### config.mk
export PLATFORM = sky130hd
export DESIGN_NAME = copUnit
export DESIGN_NICKNAME = d
export VERILOG_FILES = /design/src/design/copPkg.sv /design/src/design/copRegIf.sv /design/src/design/copUnit.sv /design/src/design/copRegBank.sv /design/src/design/copIfBus.sv /design/src/design/copIf.sv
export SDC_FILE = /design/constraint.sdc
export NUM_CORES = 2
export LEC_CHECK = 0
export BUFFER_PORTS_ARGS = -buffer_cell sky130_fd_sc_hd__buf_2
export CORE_ASPECT_RATIO = 1.2
export CORE_MARGIN = 2
export CORE_UTILIZATION = 55
export CTS_CLUSTER_DIAMETER = 120
export DETAILED_ROUTE_END_ITERATION = 10
export PLACE_DENSITY = 0.72
export SYNTH_ARGS = -nofsm -noshare
export SYNTH_HDL_FRONTEND = slang
export SYNTH_SLANG_ARGS = --single-unit
### constraint.sdc
create_clock -name sysClk -period 2.65 [get_ports sysClk]
set_clock_uncertainty 0.2 [all_clocks]
set_input_delay 0.265 -clock sysClk [delete_from_list [all_inputs] [get_ports sysClk]]
set_output_delay 0.265 -clock sysClk [all_outputs]
set_load 0.03 [all_outputs]
### src/design/copPkg.sv
package copPkg;

  typedef logic [31:0] wordT;
  typedef logic [31:0] instT;
  typedef logic [4:0]  regAddrT;
  typedef logic [3:0]  haltVecT;
  typedef logic [2:0]  copOpT;

  localparam int NumCopRegs = 32;  // per register space

  // bit positions in haltVecT
  localparam int HaltIc  = 0;  // icache miss
  localparam int HaltDcM = 1;  // dcache halt in M
  localparam int HaltDcW = 2;  // dcache halt in W
  localparam int HaltDwW = 3;  // write buffer full

  // decoded op kinds
  localparam copOpT OpNone = 3'd0;
  localparam copOpT OpMf   = 3'd1;
  localparam copOpT OpCf   = 3'd2;
  localparam copOpT OpMt   = 3'd3;
  localparam copOpT OpCt   = 3'd4;
  localparam copOpT OpLwc  = 3'd5;
  localparam copOpT OpSwc  = 3'd6;

  // this unit answers as COP2
  localparam logic [1:0] CopUnitNo = 2'd2;

  // upper opcode bits 31:28
  // the low two opcode bits hold the unit number
  localparam logic [3:0] OpcCop = 4'b0100;
  localparam logic [3:0] OpcLwc = 4'b1100;
  localparam logic [3:0] OpcSwc = 4'b1110;

  // rs field of the COPz moves
  localparam logic [4:0] RsMf = 5'b00000;
  localparam logic [4:0] RsCf = 5'b00010;
  localparam logic [4:0] RsMt = 5'b00100;
  localparam logic [4:0] RsCt = 5'b00110;

endpackage
### src/design/copRegIf.sv
interface copRegIf import copPkg::*; ();

  regAddrT crdAddr;
  logic    crdGen;   // read general space
  logic    crdCon;   // read control space
  wordT    crdData;

  regAddrT cwrAddr;
  logic    cwrGen;
  logic    cwrCon;
  wordT    cwrData;

  modport cop (
    output crdAddr, crdGen, crdCon,
    input  crdData,
    output cwrAddr, cwrGen, cwrCon, cwrData
  );

  modport bank (
    input  crdAddr, crdGen, crdCon,
    output crdData,
    input  cwrAddr, cwrGen, cwrCon, cwrData
  );

endinterface

### src/design/copUnit.sv
module copUnit import copPkg::*; (
  input  logic    sysClk,
  input  logic    arstN,
  input  instT    instIf,
  input  logic    iStallIf,
  input  logic    exception,
  input  haltVecT haltR,
  input  wordT    dbusMUpIn,
  input  wordT    dbusMDownIn,
  output wordT    dbusMUpOut,
  output wordT    dbusMDownOut,
  output logic    rHold,
  output logic    cpCondN
);

  logic condInN;  // bank flag back to the interface

  copRegIf regIf ();

  copIfBus u_copIfBus (
    .sysClk       (sysClk),
    .arstN        (arstN),
    .instIf       (instIf),
    .iStallIf     (iStallIf),
    .exception    (exception),
    .haltR        (haltR),
    .dbusMUpIn    (dbusMUpIn),
    .dbusMDownIn  (dbusMDownIn),
    .condInN      (condInN),
    .dbusMUpOut   (dbusMUpOut),
    .dbusMDownOut (dbusMDownOut),
    .rHold        (rHold),
    .cpCondN      (cpCondN),
    .regIf        (regIf.cop)
  );

  // stand-in for the real coprocessor
  copRegBank u_copRegBank (
    .sysClk  (sysClk),
    .arstN   (arstN),
    .condInN (condInN),
    .regIf   (regIf.bank)
  );

endmodule

### src/design/copRegBank.sv
module copRegBank import copPkg::*; (
  input  logic  sysClk,
  input  logic  arstN,
  output logic  condInN,
  copRegIf.bank regIf
);

  // index 0 is the general space, index 1 the control space
  wordT regs [2][NumCopRegs];

  always_comb begin
    if (regIf.crdGen | regIf.crdCon) begin
      regIf.crdData = regs[regIf.crdCon][regIf.crdAddr];
    end else begin
      regIf.crdData = '0;
    end
  end

  always_ff @(posedge sysClk or negedge arstN) begin
    if (!arstN) begin
      for (int s = 0; s < 2; s++) begin
        for (int r = 0; r < NumCopRegs; r++) begin
          regs[s][r] <= '0;
        end
      end
    end else if (regIf.cwrGen | regIf.cwrCon) begin
      regs[regIf.cwrCon][regIf.cwrAddr] <= regIf.cwrData;  // control space when cwrCon
    end
  end

  // condition flag lives in bit 0 of control register 0
  assign condInN = ~regs[1][0][0];

endmodule

### src/design/copIfBus.sv
module copIfBus import copPkg::*; (
  input  logic    sysClk,
  input  logic    arstN,
  input  instT    instIf,
  input  logic    iStallIf,
  input  logic    exception,
  input  haltVecT haltR,
  input  wordT    dbusMUpIn,
  input  wordT    dbusMDownIn,
  input  logic    condInN,
  output wordT    dbusMUpOut,
  output wordT    dbusMDownOut,
  output logic    rHold,
  output logic    cpCondN,
  copRegIf.cop    regIf
);

  logic cMemOpM;
  logic cDriverM;
  wordT crdDataM;
  wordT dbusCopIn;
  logic dcHalt;
  logic driveBus;

  copIf u_copIf (
    .sysClk    (sysClk),
    .arstN     (arstN),
    .instIf    (instIf),
    .iStallIf  (iStallIf),
    .exception (exception),
    .haltR     (haltR),
    .dbusM     (dbusCopIn),
    .condInN   (condInN),
    .cMemOpM   (cMemOpM),
    .cDriverM  (cDriverM),
    .crdDataM  (crdDataM),
    .rHold     (rHold),
    .cpCondN   (cpCondN),
    .regIf     (regIf)
  );

  // any data side halt means the bus is not ours this cycle
  assign dcHalt = haltR[HaltDcM] | haltR[HaltDcW] | haltR[HaltDwW];

  // loads and stores use the up half, moves the down half
  assign dbusCopIn = (cMemOpM | dcHalt) ? dbusMUpIn : dbusMDownIn;

  assign driveBus = cDriverM & ~dcHalt;

  assign dbusMUpOut   = driveBus ? crdDataM : dbusMUpIn;
  assign dbusMDownOut = driveBus ? crdDataM : dbusMDownIn;  // same data on both halves

endmodule

### src/design/copIf.sv
module copIf import copPkg::*; (
  input  logic    sysClk,
  input  logic    arstN,
  input  instT    instIf,
  input  logic    iStallIf,
  input  logic    exception,
  input  haltVecT haltR,
  input  wordT    dbusM,
  input  logic    condInN,
  output logic    cMemOpM,
  output logic    cDriverM,
  output wordT    crdDataM,
  output logic    rHold,
  output logic    cpCondN,
  copRegIf.cop    regIf
);

  copOpT   decOp;
  regAddrT decAddr;
  copOpT   opE;
  copOpT   opM;
  copOpT   opW;
  regAddrT addrE;
  regAddrT addrM;
  regAddrT addrW;
  wordT    dataM;   // read data, driven to the bus in M
  wordT    dataW;   // write data taken from the bus in M
  wordT    rdDataE;
  logic    advance;
  logic    excPend;
  logic    kill;
  logic    fwdW;

  function automatic logic readsGen(copOpT op);
    return (op == OpMf) || (op == OpSwc);
  endfunction

  function automatic logic readsCon(copOpT op);
    return op == OpCf;
  endfunction

  function automatic logic writesGen(copOpT op);
    return (op == OpMt) || (op == OpLwc);
  endfunction

  function automatic logic writesCon(copOpT op);
    return op == OpCt;
  endfunction

  // COPz moves name the register in rd, LWCz and SWCz in rt
  always_comb begin
    decOp   = OpNone;
    decAddr = instIf[15:11];
    if (instIf[27:26] == CopUnitNo) begin
      case (instIf[31:28])
        OpcCop: begin
          case (instIf[25:21])
            RsMf:    decOp = OpMf;
            RsCf:    decOp = OpCf;
            RsMt:    decOp = OpMt;
            RsCt:    decOp = OpCt;
            default: decOp = OpNone;
          endcase
        end
        OpcLwc: begin
          decOp   = OpLwc;
          decAddr = instIf[20:16];
        end
        OpcSwc: begin
          decOp   = OpSwc;
          decAddr = instIf[20:16];
        end
        default: decOp = OpNone;
      endcase
    end
  end

  assign advance = ~(haltR[HaltIc] | haltR[HaltDcM] | haltR[HaltDcW] | haltR[HaltDwW]);
  assign kill    = exception | excPend;

  // E read against M write of the same register, one cycle of hold
  assign rHold = ((readsGen(opE) & writesGen(opM)) | (readsCon(opE) & writesCon(opM)))
                 & (addrE == addrM);

  // W write still in flight, bypass the bank
  assign fwdW = ((readsGen(opE) & regIf.cwrGen) | (readsCon(opE) & regIf.cwrCon))
                & (addrE == addrW);
  assign rdDataE = fwdW ? regIf.cwrData : regIf.crdData;

  assign regIf.crdAddr = addrE;
  assign regIf.crdGen  = readsGen(opE);
  assign regIf.crdCon  = readsCon(opE);
  assign regIf.cwrAddr = addrW;
  assign regIf.cwrGen  = writesGen(opW);
  assign regIf.cwrCon  = writesCon(opW);
  assign regIf.cwrData = dataW;

  assign cMemOpM  = (opM == OpLwc) || (opM == OpSwc);
  assign cDriverM = readsGen(opM) | readsCon(opM);
  assign crdDataM = dataM;

  // an exception seen while halted waits for the next advance
  always_ff @(posedge sysClk or negedge arstN) begin
    if (!arstN) begin
      excPend <= 1'b0;
    end else if (advance) begin
      excPend <= 1'b0;
    end else if (exception) begin
      excPend <= 1'b1;
    end
  end

  always_ff @(posedge sysClk or negedge arstN) begin
    if (!arstN) begin
      opE <= OpNone;
      opM <= OpNone;
      opW <= OpNone;
    end else if (advance) begin
      if (kill) begin
        opE <= OpNone;
      end else if (!rHold) begin
        opE <= iStallIf ? OpNone : decOp;
      end
      opM <= (kill | rHold) ? OpNone : opE;  // bubble behind a held read
      opW <= kill ? OpNone : opM;             // killed op in M never writes
    end
  end

  always_ff @(posedge sysClk) begin
    if (advance) begin
      if (!rHold) begin
        addrE <= decAddr;
      end
      addrM <= addrE;
      dataM <= rdDataE;
      addrW <= addrM;
      dataW <= dbusM;
    end
  end

  always_ff @(posedge sysClk or negedge arstN) begin
    if (!arstN) begin
      cpCondN <= 1'b1;
    end else begin
      cpCondN <= condInN;
    end
  end

endmodule

==> impl_metrics.json <==
{
  "initial_core_util_pct": 55.38,
  "cp.arrival_ns": 3.66,
  "grt_pass1_wl_mm": 419.3,
  "power_switching_w": 0.01456,
  "startpoint": "u_copIfBus.u_copIf.opE[2]",
  "numCtsBuffers": 208,
  "cp.required_ns": 3.01,
  "min_path_type": "primary input to async pin",
  "setup_viol": 97,
  "clockBufferDepth": 3,
  "synthDistinctLibCells": 59,
  "first_pass_iters": 8,
  "pre_cts_ws_ns": -0.5362,
  "endpoint_kind": "flop",
  "track_usage_pct": 30.69,
  "pwr-share-seq_pct": 50.2,
  "vias": 62960,
  "synth-main-ff-cell": "dfrtp_1",
  "crit_path_start_kind": "flop",
  "crit_slowest_cell": "o211ai_1",
  "final_layout_size_suffix_gt1_share_pct": 51.91,
  "top_layer_used": "met5",
  "clock-sinks": 2138,
  "dp_cells": 9213,
  "dieWidth_um": 389.4,
  "violations": "design-rule violations, negative setup slack",
  "clk_pin_slew_ns": 0.07,
  "r2r_start": "u_copIfBus.u_copIf.opE[2]",
  "areaGrowthSynthToFinish_pct": 19.50,
  "ir_worst_vdd_mv": 0.6396,
  "critPathKind": "flop to flop",
  "synth_edf_count": 79,
  "clk_latency_ns": 0.86,
  "final_nets": 7411,
  "p_per_area_nw_per_um2": 558.7,
  "max_stage_delay_ns": 0.56,
  "synth_seq_area_share_pct": 54.99,
  "met2_length_mm": 135.9,
  "syn_avg_cell_area_um2": 14.22,
  "dieHeight_um": 466.4,
  "p_leak_nw": 58.20,
  "fmax_mhz": 302.8,
  "p_sw_share_pct": 22.25,
  "drtIter0Drc": 5642,
  "wl_met3_mm": 19.92,
  "vias_per_cell": 6.431,
  "wl_per_cell_um": 28.75,
  "placed_area_um2": 105700,
  "grt_max_degree": 135,
  "first_global_vias": 66610,
  "grt_antenna_before_repair": 7,
  "grt_overflow": 0,
  "htree_num_levels": 4,
  "postLayoutSetupSlackWorst_ns": -0.6525,
  "rows": 169,
  "wl_met1_mm": 114.3,
  "ant_nets": 0,
  "synth_fp_nets": 6996,
  "synthArstFlopShare_pct": 96.30,
  "p_comb_share_pct": 4.1,
  "finalCritPeriodShare_pct": 124.6,
  "finalWirelength_mm": 281.5,
  "drv_slew": 0,
  "core_area_um2": 177000,
  "ys_seq_elements": 2138,
  "clockRootBuffer": "clkbuf_16",
  "yosys_warnings": 0,
  "slew_headroom_pct": 18.10,
  "outcome": "complete, but fails checks",
  "post-route-drc-count": 2,
  "io_pins": 170,
  "internal_power_w": 0.05088,
  "hold_viol": 0,
  "syn_area_um2": 98010,
  "period_minus_slack_ns": 3.303,
  "cp_top_family": "compound AO/OA/AOI/OAI gates",
  "critical_path.cell_chain": "or3b_4 > buf_12 > buf_16 > buf_16 > mux4_2 > mux2i_1 > a22oi_2 > o211ai_1 > nand3_1",
  "port_buffers": 158,
  "fin_area_um2": 117100,
  "die-area_um2": 181600,
  "reg2reg_slack_ns": -0.65,
  "cp.buffers_inverters": 3,
  "crit_fanout": 7,
  "finalPower_w": 0.06544,
  "fin_cells": 9790,
  "pwr-share-clk_pct": 45.7,
  "cts_tree": "done",
  "synth_cells": 6892,
  "drv_cap": 0,
  "gp_congestion": 0.8632,
  "worst_slew_pin_slew_ns": 1.228,
  "rsz0062_at_grt": "true",
  "cp_common_cell": "buf_16",
  "hpwl_mm": 164.0
}
==> power groups by stage <==
| stage | combinational [W] | sequential (W) | clock (W) |
|---|---|---|---|
| finish | 0.00267 | 0.0329 | 0.0299 |
| global route | 0.00287 | 0.0329 | 0.0316 |
| CTS | 0.00259 | 0.0329 | 0.0303 |
| detailed placement | 0.00237 | 0.0335 | 0 |
| global placement | 0.00233 | 0.0335 | 0 |
| floorplan | 0.000815 | 0.0335 | 0 |
==> cells in the mapped netlist (8+ instances only) <==
cell type,number,area [µm²]
a211oi_1,61,457.9
a21oi_1,132,660.6
a22oi_1,62,465.5
a311oi_1,64,560.5
a31oi_1,10,62.56
and3_1,36,225.2
buf_1,196,735.7
buf_2,49,245.2
buf_4,8,60.06
buf_6,15,168.9
clkbuf_1,430,1614
dfrtp_1,2058,51500
edfxtp_1,79,2372
inv_1,8,30.03
mux2_2,2119,23860
mux2i_1,310,3103
mux4_2,315,7094
nand2_1,409,1535
nand3_1,105,525.5
nand4_1,64,400.4
nor2_1,56,210.2
nor2b_1,70,437.9
o211ai_1,31,232.7
o21ai_0,65,325.3
o22a_1,30,262.8
o22ai_1,31,193.9
xnor2_1,8,70.07
==> metrics by stage <==
| stage | util, % | hold slack, ns | TNS (ns) |
|---|---|---|---|
| finish | 66.18 | 0.06668 | -39.95 |
| global placement | 59.71 | 0.02176 | -37.39 |
| CTS | 65.09 | 0.01029 | -40.93 |
| floorplan | - | -0.2306 | 0 |
| global route | 66.17 | 0.06965 | -45.32 |
| detailed placement | 59.71 | 0.01869 | -44.64 |
==> repair_timing <==
action / CTS / global route
hold buffers: 87 / 0
endpoints found under the hold margin: 2110 / 0
setup buffers: 35 / 61
setup endpoints to repair: 557 / 169
resized for setup: 359 / 263
cloned: 7 / 12
pin swaps: 60 / 181
==> worst register-to-register path, stage by stage (launching register included) <==
cell and delay [ns]:
dfrtp_1 0.38, or3b_4 0.46, buf_12 0.18, buf_16 0.17, buf_16 0.17, mux4_2 0.43, mux2i_1 0.18, a22oi_2 0.11
o211ai_1 0.56, nand3_1 0.17
==> placed cells by master (no fill, tap or decap), drive strengths merged, types with 65 or more instances in the layout <==
cell type / count
a21oi: 132
buf: 806
clkbuf: 343
dfrtp: 2058
dlygate4sd3: 86
edfxtp: 79
mux2: 2120
mux2i: 310
mux4: 315
nand2: 409
nand3: 105
nor2b: 70
o21ai: 65
==> area by class of cell <==
cell class / instances / area [µm²]
Antenna cell: 6 / 15.01
Clock buffer: 332 / 6430
Clock inverter: 47 / 455.4
Fill cell: 12060 / 59860
Inverter: 8 / 36.28
Multi-Input combinational cell: 4048 / 43050
Sequential cell: 2138 / 53900
Tap cell: 2308 / 2888
Timing Repair Buffer: 903 / 10350
==> flip-flops by register name, indices dropped and copies added, names as in the netlist <==
register,count
u_copIfBus.u_copIf.cpCondN,1
u_copIfBus.u_copIf.regIf.cwrAddr,5
u_copIfBus.u_copIf.regIf.crdAddr,5
u_copIfBus.u_copIf.regIf.cwrData,32
u_copIfBus.u_copIf.opW,3
u_copIfBus.u_copIf.opM,3
u_copIfBus.u_copIf.opE,3
u_copIfBus.u_copIf.excPend,1
u_copRegBank.regs,2048
u_copIfBus.u_copIf.crdDataM,32
u_copIfBus.u_copIf.addrM,5
==> worst paths after layout <==
| check | to | cells after the start |
|---|---|---|
| worst min register to register | u_copIfBus.u_copIf.regIf.cwrAddr[4] | 0 |
| max in group asynchronous | u_copRegBank.regs[1473] | 3 |
| worst max-delay path | u_copIfBus.u_copIf.crdDataM[1] | 9 |
| worst min-delay path | u_copRegBank.regs[107] | 3 |
| min in group sysClk | u_copIfBus.u_copIf.regIf.cwrData[6] | 3 |
| worst max register to register | u_copIfBus.u_copIf.crdDataM[1] | 9 |
==> routing by layer <==
| metal | global-route usage, % | up-vias |
|---|---|---|
| li1 | - | 26150 |
| met1 | 41.15 | 33780 |
| met2 | 49.95 | 2430 |
| met3 | 5.332 | 589 |
| met4 | 12.54 | 4 |
| met5 | 0 | - |
==> cells by family after synthesis <==
logic type | synth area share [%]
AND/OR/NAND/NOR | 3.725
multiplexers | 34.76
XOR/XNOR | 0.1251
buffers and inverters | 2.912
flip-flops | 54.99
AO/OA/AOI/OAI | 3.484
Note: power is estimated with default switching activity, not from simulation.
